File: config.mk
export PLATFORM = sky130hd
export DESIGN_NAME = modulation_top
export DESIGN_NICKNAME = d
export VERILOG_FILES = /design/src/dmm_pkg.sv /design/src/modulation_no_az.sv /design/src/modulation_az.sv /design/src/modulation_apb_regs.sv /design/src/modulation_select.sv /design/src/modulation_top.sv
export SDC_FILE = /design/constraint.sdc
export NUM_CORES = 1
export LEC_CHECK = 0
export BUFFER_PORTS_ARGS = -buffer_cell sky130_fd_sc_hd__buf_2
export CORE_ASPECT_RATIO = 0.6
export CORE_MARGIN = 1
export CORE_UTILIZATION = 25
export CTS_BUF_LIST = sky130_fd_sc_hd__clkbuf_16
export DETAILED_ROUTE_END_ITERATION = 6
export SETUP_SLACK_MARGIN = 0.1
export SYNTH_ARGS = -nofsm -noshare
export SYNTH_HDL_FRONTEND = slang
export SYNTH_SLANG_ARGS = --single-unit
File: constraint.sdc
create_clock -name clk -period 9.8 [get_ports clk]
set_clock_uncertainty 0.2 [all_clocks]
set_input_delay 2.94 -clock clk [delete_from_list [all_inputs] [get_ports clk]]
set_output_delay 2.94 -clock clk [all_outputs]
set_load 0.03 [all_outputs]
File: src/dmm_pkg.sv
////////////////////////////////////////////////////////////////////////////
// dmm measurement-cycle controller shared definitions
// widths, register map, mode codes and precharge switch levels
////////////////////////////////////////////////////////////////////////////

package dmm_pkg;

  // widths with a meaning
  localparam int AZMUX_WIDTH         = 4;
  localparam int DEFAULT_COUNT_WIDTH = 24;
  localparam int MEAS_COUNT_WIDTH    = 16;
  localparam int APB_ADDR_WIDTH      = 8;
  localparam int APB_DATA_WIDTH      = 32;

  // mux code, bit 3 enable, bits 2:0 channel
  typedef logic [AZMUX_WIDTH-1:0]         azmux_t;
  // clk cycles for the precharge and boot pauses
  typedef logic [DEFAULT_COUNT_WIDTH-1:0] count_t;
  // finished conversions, wraps
  typedef logic [MEAS_COUNT_WIDTH-1:0]    meas_count_t;
  typedef logic [APB_ADDR_WIDTH-1:0]      apb_addr_t;
  typedef logic [APB_DATA_WIDTH-1:0]      apb_data_t;

  // code 3 is not a mode, it is stored as direct
  typedef enum logic [1:0] {
    MODE_DIRECT = 2'd0,
    MODE_NO_AZ  = 2'd1,
    MODE_AZ     = 2'd2
  } mode_t;

  // precharge switch levels
  localparam logic SW_PC_SIGNAL = 1'b1;
  localparam logic SW_PC_BOOT   = 1'b0;

  ////////////////////////////////////////////////////////////////////////////
  // register map, byte addresses
  localparam apb_addr_t ADDR_CTRL      = 8'h00;
  localparam apb_addr_t ADDR_PRECHARGE = 8'h04;
  localparam apb_addr_t ADDR_AZMUX     = 8'h08;
  localparam apb_addr_t ADDR_STATUS    = 8'h0C;

  localparam count_t PRECHARGE_RESET = 24'd1000;
  localparam azmux_t AZMUX_LO_RESET  = 4'h8;
  localparam azmux_t AZMUX_HI_RESET  = 4'h9;

endpackage

File: src/modulation_no_az.sv
////////////////////////////////////////////////////////////////////////////
// no-az sequencer
// precharge pause then one adc conversion, pc on signal, mux on hi
////////////////////////////////////////////////////////////////////////////

module modulation_no_az #(
  parameter int COUNT_WIDTH = 24
) (
  input  logic            clk,
  input  logic            reset,
  input  logic            enable,
  input  dmm_pkg::count_t precharge_n,
  input  dmm_pkg::azmux_t azmux_hi,
  input  logic            adc_measure_done,
  output logic            sw_pc_ctl,
  output dmm_pkg::azmux_t azmux,
  output logic            adc_measure_start,
  output logic [1:0]      monitor
);

  typedef enum logic [2:0] {
    S_IDLE,
    S_PC_LOAD,
    S_PC_WAIT,
    S_START,
    S_WAIT_DONE
  } state_t;

  state_t                 state_q;
  state_t                 state_d;
  logic [COUNT_WIDTH-1:0] count_q;

  // next state, enable low forces idle and drops a pending start
  always_comb
  begin
    state_d = state_q;
    case (state_q)
      S_IDLE:    state_d = S_PC_LOAD;
      S_PC_LOAD: state_d = S_PC_WAIT;
      // the load cycle is part of the pause, so leave one count early
      S_PC_WAIT:
        if (count_q <= COUNT_WIDTH'(1))
          state_d = S_START;
      S_START:   state_d = S_WAIT_DONE;
      // hold here for as long as the adc takes
      S_WAIT_DONE:
        if (adc_measure_done)
          state_d = S_PC_LOAD;
      default:   state_d = S_IDLE;
    endcase
    if (!enable)
      state_d = S_IDLE;
  end

  // outputs registered from the next state
  always_ff @(posedge clk or posedge reset)
  begin
    if (reset)
    begin
      state_q           <= S_IDLE;
      count_q           <= '0;
      sw_pc_ctl         <= dmm_pkg::SW_PC_BOOT;
      azmux             <= dmm_pkg::AZMUX_HI_RESET;
      adc_measure_start <= 1'b0;
      monitor           <= 2'b00;
    end
    else
    begin
      state_q <= state_d;
      // precharge down-counter
      if (state_q == S_PC_LOAD)
        count_q <= COUNT_WIDTH'(precharge_n);
      else if (state_q == S_PC_WAIT)
        count_q <= count_q - COUNT_WIDTH'(1);
      sw_pc_ctl         <= (state_d == S_IDLE) ? dmm_pkg::SW_PC_BOOT : dmm_pkg::SW_PC_SIGNAL;
      azmux             <= azmux_hi;
      adc_measure_start <= (state_d == S_START);
      // bit 0 precharge, bit 1 conversion
      monitor[0]        <= (state_d == S_PC_LOAD) || (state_d == S_PC_WAIT);
      monitor[1]        <= (state_d == S_START) || (state_d == S_WAIT_DONE);
    end
  end

  // start is a single-cycle pulse
  a_start_pulse: assert property (@(posedge clk) disable iff (reset)
    adc_measure_start |=> !adc_measure_start);

  // a start is only launched from a cycle with the mode selected
  a_start_enabled: assert property (@(posedge clk) disable iff (reset)
    adc_measure_start |-> $past(enable));

endmodule

File: src/modulation_az.sv
////////////////////////////////////////////////////////////////////////////
// az sequencer
// precharge, hi conversion on signal, boot pause, lo conversion on lo pin
////////////////////////////////////////////////////////////////////////////

module modulation_az #(
  parameter int COUNT_WIDTH = 24
) (
  input  logic            clk,
  input  logic            reset,
  input  logic            enable,
  input  dmm_pkg::count_t precharge_n,
  input  dmm_pkg::azmux_t azmux_hi,
  input  dmm_pkg::azmux_t azmux_lo,
  input  logic            adc_measure_done,
  output logic            sw_pc_ctl,
  output dmm_pkg::azmux_t azmux,
  output logic            adc_measure_start,
  output logic [1:0]      monitor
);

  typedef enum logic [3:0] {
    S_IDLE,
    S_PC_LOAD,
    S_PC_WAIT,
    S_HI_START,
    S_HI_WAIT,
    S_BOOT_LOAD,
    S_BOOT_WAIT,
    S_LO_START,
    S_LO_WAIT
  } state_t;

  state_t                 state_q;
  state_t                 state_d;
  logic [COUNT_WIDTH-1:0] count_q;
  logic                   pause_over;

  // load cycle counts as the first cycle of a pause
  assign pause_over = (count_q <= COUNT_WIDTH'(1));

  always_comb
  begin
    state_d = state_q;
    case (state_q)
      S_IDLE:      state_d = S_PC_LOAD;
      // precharge, pc protects the signal while the mux settles on hi
      S_PC_LOAD:   state_d = S_PC_WAIT;
      S_PC_WAIT:
        if (pause_over)
          state_d = S_HI_START;
      S_HI_START:  state_d = S_HI_WAIT;
      S_HI_WAIT:
        if (adc_measure_done)
          state_d = S_BOOT_LOAD;
      // pc back to boot before the mux moves
      S_BOOT_LOAD: state_d = S_BOOT_WAIT;
      S_BOOT_WAIT:
        if (pause_over)
          state_d = S_LO_START;
      S_LO_START:  state_d = S_LO_WAIT;
      S_LO_WAIT:
        if (adc_measure_done)
          state_d = S_PC_LOAD;
      default:     state_d = S_IDLE;
    endcase
    if (!enable)
      state_d = S_IDLE;
  end

  always_ff @(posedge clk or posedge reset)
  begin
    if (reset)
    begin
      state_q           <= S_IDLE;
      count_q           <= '0;
      sw_pc_ctl         <= dmm_pkg::SW_PC_BOOT;
      azmux             <= dmm_pkg::AZMUX_HI_RESET;
      adc_measure_start <= 1'b0;
      monitor           <= 2'b00;
    end
    else
    begin
      state_q <= state_d;
      // one down-counter shared by both pauses
      if ((state_q == S_PC_LOAD) || (state_q == S_BOOT_LOAD))
        count_q <= COUNT_WIDTH'(precharge_n);
      else if ((state_q == S_PC_WAIT) || (state_q == S_BOOT_WAIT))
        count_q <= count_q - COUNT_WIDTH'(1);
      // pc on signal only for the hi conversion
      if ((state_d == S_HI_START) || (state_d == S_HI_WAIT))
        sw_pc_ctl <= dmm_pkg::SW_PC_SIGNAL;
      else
        sw_pc_ctl <= dmm_pkg::SW_PC_BOOT;
      // mux on lo only for the lo conversion
      if ((state_d == S_LO_START) || (state_d == S_LO_WAIT))
        azmux <= azmux_lo;
      else
        azmux <= azmux_hi;
      adc_measure_start <= (state_d == S_HI_START) || (state_d == S_LO_START);
      // bit 0 any pause, bit 1 any conversion
      monitor[0] <= (state_d == S_PC_LOAD) || (state_d == S_PC_WAIT)
                 || (state_d == S_BOOT_LOAD) || (state_d == S_BOOT_WAIT);
      monitor[1] <= (state_d == S_HI_START) || (state_d == S_HI_WAIT)
                 || (state_d == S_LO_START) || (state_d == S_LO_WAIT);
    end
  end

  // the hi conversion always sees the signal through the pc switch
  a_hi_on_signal: assert property (@(posedge clk) disable iff (reset)
    (adc_measure_start && (azmux == azmux_hi)) |-> (sw_pc_ctl == dmm_pkg::SW_PC_SIGNAL));

endmodule

File: src/modulation_apb_regs.sv
////////////////////////////////////////////////////////////////////////////
// apb register block, zero wait states
// mode, precharge duration, mux codes and the conversion count
////////////////////////////////////////////////////////////////////////////

module modulation_apb_regs #(
  parameter int COUNT_WIDTH = 24
) (
  input  logic                 clk,
  input  logic                 reset,
  input  logic                 psel,
  input  logic                 penable,
  input  logic                 pwrite,
  input  dmm_pkg::apb_addr_t   paddr,
  input  dmm_pkg::apb_data_t   pwdata,
  input  dmm_pkg::meas_count_t meas_count,
  output dmm_pkg::apb_data_t   prdata,
  output logic                 pslverr,
  output dmm_pkg::mode_t       mode,
  output dmm_pkg::count_t      precharge_n,
  output dmm_pkg::azmux_t      azmux_lo,
  output dmm_pkg::azmux_t      azmux_hi
);

  logic [COUNT_WIDTH-1:0] precharge_q;
  logic                   access;
  logic                   addr_mapped;
  logic                   addr_read_only;
  logic                   wr_en;

  // access phase of a transfer
  assign access = psel && penable;
  assign wr_en  = access && pwrite && addr_mapped && !addr_read_only;

  // address decode and read mux, valid in the access cycle
  always_comb
  begin
    addr_mapped    = 1'b1;
    addr_read_only = 1'b0;
    prdata         = '0;
    case (paddr)
      dmm_pkg::ADDR_CTRL:      prdata = dmm_pkg::apb_data_t'(mode);
      dmm_pkg::ADDR_PRECHARGE: prdata = dmm_pkg::apb_data_t'(precharge_q);
      dmm_pkg::ADDR_AZMUX:     prdata = dmm_pkg::apb_data_t'({azmux_hi, azmux_lo});
      dmm_pkg::ADDR_STATUS:
      begin
        prdata         = dmm_pkg::apb_data_t'(meas_count);
        addr_read_only = 1'b1;
      end
      default:                 addr_mapped = 1'b0;
    endcase
  end

  // unmapped address, or a write to status
  assign pslverr = access && (!addr_mapped || (pwrite && addr_read_only));

  ////////////////////////////////////////////////////////////////////////////
  // writable registers, updated at the edge that ends the access cycle
  always_ff @(posedge clk or posedge reset)
  begin
    if (reset)
    begin
      mode        <= dmm_pkg::MODE_DIRECT;
      precharge_q <= COUNT_WIDTH'(dmm_pkg::PRECHARGE_RESET);
      azmux_lo    <= dmm_pkg::AZMUX_LO_RESET;
      azmux_hi    <= dmm_pkg::AZMUX_HI_RESET;
    end
    else if (wr_en)
    begin
      case (paddr)
        dmm_pkg::ADDR_CTRL:
          // code 3 has no mode behind it, park instead
          if (pwdata[1:0] == 2'd3)
            mode <= dmm_pkg::MODE_DIRECT;
          else
            mode <= dmm_pkg::mode_t'(pwdata[1:0]);
        dmm_pkg::ADDR_PRECHARGE: precharge_q <= pwdata[COUNT_WIDTH-1:0];
        dmm_pkg::ADDR_AZMUX:
        begin
          azmux_lo <= pwdata[3:0];
          azmux_hi <= pwdata[7:4];
        end
        default: ;
      endcase
    end
  end

  assign precharge_n = dmm_pkg::count_t'(precharge_q);

  // apb protocol, no access phase without select
  a_penable_psel: assert property (@(posedge clk) disable iff (reset)
    penable |-> psel);

endmodule

File: src/modulation_select.sv
////////////////////////////////////////////////////////////////////////////
// output selector, picks the active sequencer and parks in direct mode
// also counts finished conversions and toggles the activity led
////////////////////////////////////////////////////////////////////////////

module modulation_select (
  input  logic                 clk,
  input  logic                 reset,
  input  dmm_pkg::mode_t       mode,
  input  dmm_pkg::azmux_t      azmux_lo,
  input  logic                 adc_measure_done,
  input  logic                 na_sw_pc,
  input  dmm_pkg::azmux_t      na_azmux,
  input  logic                 na_start,
  input  logic [1:0]           na_monitor,
  input  logic                 az_sw_pc,
  input  dmm_pkg::azmux_t      az_azmux,
  input  logic                 az_start,
  input  logic [1:0]           az_monitor,
  output logic                 sw_pc_ctl,
  output dmm_pkg::azmux_t      azmux,
  output logic                 adc_measure_start,
  output logic [1:0]           monitor,
  output logic                 led0,
  output dmm_pkg::meas_count_t meas_count
);

  // mode mux, direct parks pc on boot and the mux on the lo code
  always_comb
  begin
    case (mode)
      dmm_pkg::MODE_NO_AZ:
      begin
        sw_pc_ctl         = na_sw_pc;
        azmux             = na_azmux;
        adc_measure_start = na_start;
        monitor           = na_monitor;
      end
      dmm_pkg::MODE_AZ:
      begin
        sw_pc_ctl         = az_sw_pc;
        azmux             = az_azmux;
        adc_measure_start = az_start;
        monitor           = az_monitor;
      end
      default:
      begin
        sw_pc_ctl         = dmm_pkg::SW_PC_BOOT;
        azmux             = azmux_lo;
        adc_measure_start = 1'b0;
        monitor           = 2'b00;
      end
    endcase
  end

  // conversion counter, a late done after a mode change still counts
  always_ff @(posedge clk or posedge reset)
  begin
    if (reset)
    begin
      meas_count <= '0;
      led0       <= 1'b0;
    end
    else if (adc_measure_done && (mode != dmm_pkg::MODE_DIRECT))
    begin
      meas_count <= meas_count + 1'b1;
      led0       <= !led0;
    end
  end

endmodule

File: src/modulation_top.sv
////////////////////////////////////////////////////////////////////////////
// dmm measurement-cycle controller top level
// apb registers, no-az and az sequencers and the output selector
////////////////////////////////////////////////////////////////////////////

module modulation_top #(
  // width of the pause down-counters
  parameter int COUNT_WIDTH = 24
) (
  input  logic               clk,
  input  logic               reset,
  input  logic               psel,
  input  logic               penable,
  input  logic               pwrite,
  input  dmm_pkg::apb_addr_t paddr,
  input  dmm_pkg::apb_data_t pwdata,
  output dmm_pkg::apb_data_t prdata,
  output logic               pslverr,
  input  logic               adc_measure_done,
  output logic               sw_pc_ctl,
  output dmm_pkg::azmux_t    azmux,
  output logic               adc_measure_start,
  output logic [1:0]         monitor,
  output logic               led0
);

  dmm_pkg::mode_t       mode;
  dmm_pkg::count_t      precharge_n;
  dmm_pkg::azmux_t      azmux_lo;
  dmm_pkg::azmux_t      azmux_hi;
  dmm_pkg::meas_count_t meas_count;
  logic                 na_enable;
  logic                 az_enable;
  // per-sequencer outputs into the selector
  logic                 na_sw_pc;
  dmm_pkg::azmux_t      na_azmux;
  logic                 na_start;
  logic [1:0]           na_monitor;
  logic                 az_sw_pc;
  dmm_pkg::azmux_t      az_azmux;
  logic                 az_start;
  logic [1:0]           az_monitor;

  // each sequencer runs only in its own mode
  assign na_enable = (mode == dmm_pkg::MODE_NO_AZ);
  assign az_enable = (mode == dmm_pkg::MODE_AZ);

  modulation_apb_regs #(
    .COUNT_WIDTH (COUNT_WIDTH)
  ) u_regs (
    .clk         (clk),
    .reset       (reset),
    .psel        (psel),
    .penable     (penable),
    .pwrite      (pwrite),
    .paddr       (paddr),
    .pwdata      (pwdata),
    .meas_count  (meas_count),
    .prdata      (prdata),
    .pslverr     (pslverr),
    .mode        (mode),
    .precharge_n (precharge_n),
    .azmux_lo    (azmux_lo),
    .azmux_hi    (azmux_hi)
  );

  modulation_no_az #(
    .COUNT_WIDTH (COUNT_WIDTH)
  ) u_no_az (
    .clk               (clk),
    .reset             (reset),
    .enable            (na_enable),
    .precharge_n       (precharge_n),
    .azmux_hi          (azmux_hi),
    .adc_measure_done  (adc_measure_done),
    .sw_pc_ctl         (na_sw_pc),
    .azmux             (na_azmux),
    .adc_measure_start (na_start),
    .monitor           (na_monitor)
  );

  modulation_az #(
    .COUNT_WIDTH (COUNT_WIDTH)
  ) u_az (
    .clk               (clk),
    .reset             (reset),
    .enable            (az_enable),
    .precharge_n       (precharge_n),
    .azmux_hi          (azmux_hi),
    .azmux_lo          (azmux_lo),
    .adc_measure_done  (adc_measure_done),
    .sw_pc_ctl         (az_sw_pc),
    .azmux             (az_azmux),
    .adc_measure_start (az_start),
    .monitor           (az_monitor)
  );

  modulation_select u_select (
    .clk               (clk),
    .reset             (reset),
    .mode              (mode),
    .azmux_lo          (azmux_lo),
    .adc_measure_done  (adc_measure_done),
    .na_sw_pc          (na_sw_pc),
    .na_azmux          (na_azmux),
    .na_start          (na_start),
    .na_monitor        (na_monitor),
    .az_sw_pc          (az_sw_pc),
    .az_azmux          (az_azmux),
    .az_start          (az_start),
    .az_monitor        (az_monitor),
    .sw_pc_ctl         (sw_pc_ctl),
    .azmux             (azmux),
    .adc_measure_start (adc_measure_start),
    .monitor           (monitor),
    .led0              (led0),
    .meas_count        (meas_count)
  );

endmodule

==> results_dict.tcl <==
set metrics [dict create \
    grt_setup_unrepaired "false" \
    final_max_slew_viol_count 0 \
    core.rowCount 45 \
    floorplan.die.height_um 126 \
    grt_first_pass_wirelength_um 28300 \
    netlist.area_leader.share 0.425 \
    synth_edf_count 0 \
    io_buffers 71 \
    netlist_top_cells_area "dfrtp_1, mux2_2, dfstp_2" \
    yosysTopAreaCell "dfrtp_1" \
    synth_compound_area_frac 0.140 \
    dpl_worst_slack_ps 1950 \
    cpPeakStageDelay_ps 570 \
    total_leakage_power_nw 3.53 \
    initial_core_util 0.254 \
    maxCapViolations 0 \
    fin_worst_hold_slack_ps 186 \
    critical_path.cell_chain "buf_2, nor2b_1, and3_1, and2_1, buf_2" \
    route.detailed.vias_per_inst 5.06 \
    cts-htree-levels 4 \
    detailroute.via_count 5258 \
    clkSinkCount 122 \
    dieWidth_um 209 \
    clk_root_buffer_cell "clkbuf_16" \
    period_needed_ps 7900 \
    syn_avg_cell_area_sq_um 10.1 \
    synth.distinct_cells 61 \
    status "completed" \
    design.core.area_sq_um 25300 \
    timing.critical_path.arrival_ps 4760 \
    setup_viol 0 \
    worst_slew_margin_rel 0.301 \
    max_root_sink_buffers 2 \
    avgRoutedWirePerCell_um 17.3 \
    gp_congestion 0.827 \
    synth.yosys.warnings 0 \
    yosys.area_share.simple 0.202 \
    track_usage 0.143 \
    remaining_routing_drc_violations 0 \
    post_route_cells_drive_above_1_share 0.253 \
    grt_max_degree 80 \
    min_path_type "reg -> reg" \
    drt-pass1-iter-count 5 \
    cts_buffers 17 \
    cts_setup_buffers 0 \
    synth-seq-area-share 0.478 \
    synth.cells.most_frequent "dfrtp_1, nand2_1, nor2_1" \
    cp.buffers_inverters 2 \
    post_synth_mux_area_share 0.0949 \
    antenna_left 0 \
    postRouteWirelength_um 18000 \
    worst_setup_path_end_kind "primary output" \
    tightest_slew_ps 1040 \
    cp_top_family "simple AND/OR/NAND/NOR gates" \
    max_freq_mhz 127 \
    dp_hpwl_um 13200 \
    antennaDiodeCount 0 \
    synthFlopType "dfrtp_1" \
    placed_cells_incl_taps 1008 \
    worst_setup_hold_path_clk_slew_ps 60 \
    io_pins 88 \
    fin_ws_ps 1900 \
    grt_overflow 0 \
    layout.cells.non_filler 1040 \
    clock_tree_from_tritoncts "built" \
    power.density_cell_area_nw_per_um2 181 \
    post-synth-top-count-cell "dfrtp_1" \
    synth.ff_latch_count 122 \
    synthesized_area_fraction_occupied_by_adder_cells 0.0171 \
    cp_max_fo 20 \
    syn_to_final_growth_pct 19.7 \
    synthesized_area_sq_um 6420 \
    final_net_count 752 \
    postSynth.asyncResetShare 1.00 \
    critical-path-slowest-cell "and3_1" \
    power.ir.vdd_worst_v 0.0000790 \
    synthCells 638 \
    timing.setup.tns_ps 0 \
    cp_data_required_time_ps 6660 \
    clkLatencyLatePin_ps 430 \
    dr.first_iter.drc_count 455 \
    dominant_combinational_cell_family_by_area_after_synthesis "simple AND/OR/NAND/NOR gates" \
    worstSetupStartpointType "input pin" \
    ctsResizeCount 0 \
    synthXorXnorAreaFrac 0.0286 \
    critical-path-top-cell-by-count "buf_2" \
    antenna_found_initial 0 \
    die-area_sq_um 26400 \
    grt_pass1_vias 4797 \
    post-route-period-util 0.807 \
    final-hold-violation-count 0 \
    postCtsHoldBufs 0 \
    critical_path_class "in -> out" \
]
## worst reg2reg max path, stage by stage (launching register included)
cell,delay [ps]
dfrtp_1,440
nor4_1,910
nand2_1,240
nor3_1,760
a21oi_1,150
a221o_1,300
## report_power, final
part,internal [mW],total [mW],switching (mW)
Clock,0.425,0.669,0.244
Sequential,0.533,0.569,0.0368
Combinational,0.0602,0.151,0.0911
Total,1.02,1.39,0.372
## placed cells by master (no fill, tap or decap), drive strengths merged, types with 15 or more instances in the layout
cell type  count
a21oi         27
o21ai         22
nor3          17
clkbuf        17
nor4          16
nor2          45
nand3         19
buf           76
o311ai        15
or4           16
a22oi         21
mux2          43
inv           15
dfrtp        109
xnor2         15
nand2         70
## routing by layer
layer | wire length, um | GRT usage | vias to the layer above
met2 | 6730 | 0.175 | 171
met5 | 0 | 0 | -
li1 | - | - | 2480
met1 | 9940 | 0.233 | 2594
met4 | 150 | 0.0355 | 0
met3 | 1130 | 0.0379 | 13
## area by class of cell
class | count | area, sq um
Fill cell | 2619 | 17600
Timing Repair Buffer | 76 | 393
Clock inverter | 15 | 199
Sequential cell | 122 | 3070
Multi-Input combinational cell | 469 | 3140
Tap cell | 329 | 412
Clock buffer | 17 | 425
Inverter | 12 | 47.5
## through the flow
step	total power, mW	utilization	cell area (sq um)
after floorplan	0.683	-	6450
after global placement	0.724	0.279	7060
after detailed placement	0.728	0.279	7060
after CTS	1.40	0.304	7680
after global routing	1.45	0.304	7680
final	1.39	0.304	7680
## logic make-up (layout without fill, tap and decap cells)
| kind of cell | count (synthesis) | after routing |
|---|---|---|
| other | 1 | 8 |
| DFF | 122 | 122 |
| buffers and inverters | 54 | 120 |
| AOI/OAI and AO/OA | 129 | 129 |
| muxes | 53 | 53 |
| and+or+nand+nor | 249 | 249 |
| xor gates and xnor gates | 21 | 21 |
| adders and majority gates | 9 | 9 |
## sequential cells by signal, indices dropped and copies added, names as in the netlist, 3 cells and up
signal and count:
u_no_az.azmux 4, u_az.state_q 4, u_no_az.state_q 3, u_regs.azmux_hi 4, u_az.azmux 4, u_az.count_q 24
u_no_az.count_q 24, u_regs.precharge_n 24, u_regs.azmux_lo 4, u_select.meas_count 16
## worst paths after layout
check / cells past startpoint / end / slack [ps] / from
max reg2reg: 5 / u_az.count_q[19]$_DFFE_PP0P_ / 6680 / u_az.count_q[2]$_DFFE_PP0P_
min in group asynchronous: 2 / u_select.led0$_DFFE_PP0P_ / 2520 / reset
max in group asynchronous: 3 / u_az.count_q[1]$_DFFE_PP0P_ / 5750 / reset
min: 0 / u_no_az.azmux[0]$_DFF_PP1_ / 190 / u_regs.azmux_hi[0]$_DFFE_PP1P_
max: 5 / prdata[23] / 1900 / paddr[3]
min reg2reg: 0 / u_no_az.azmux[0]$_DFF_PP1_ / 190 / u_regs.azmux_hi[0]$_DFFE_PP1P_
(Power assumes the default switching activity.)
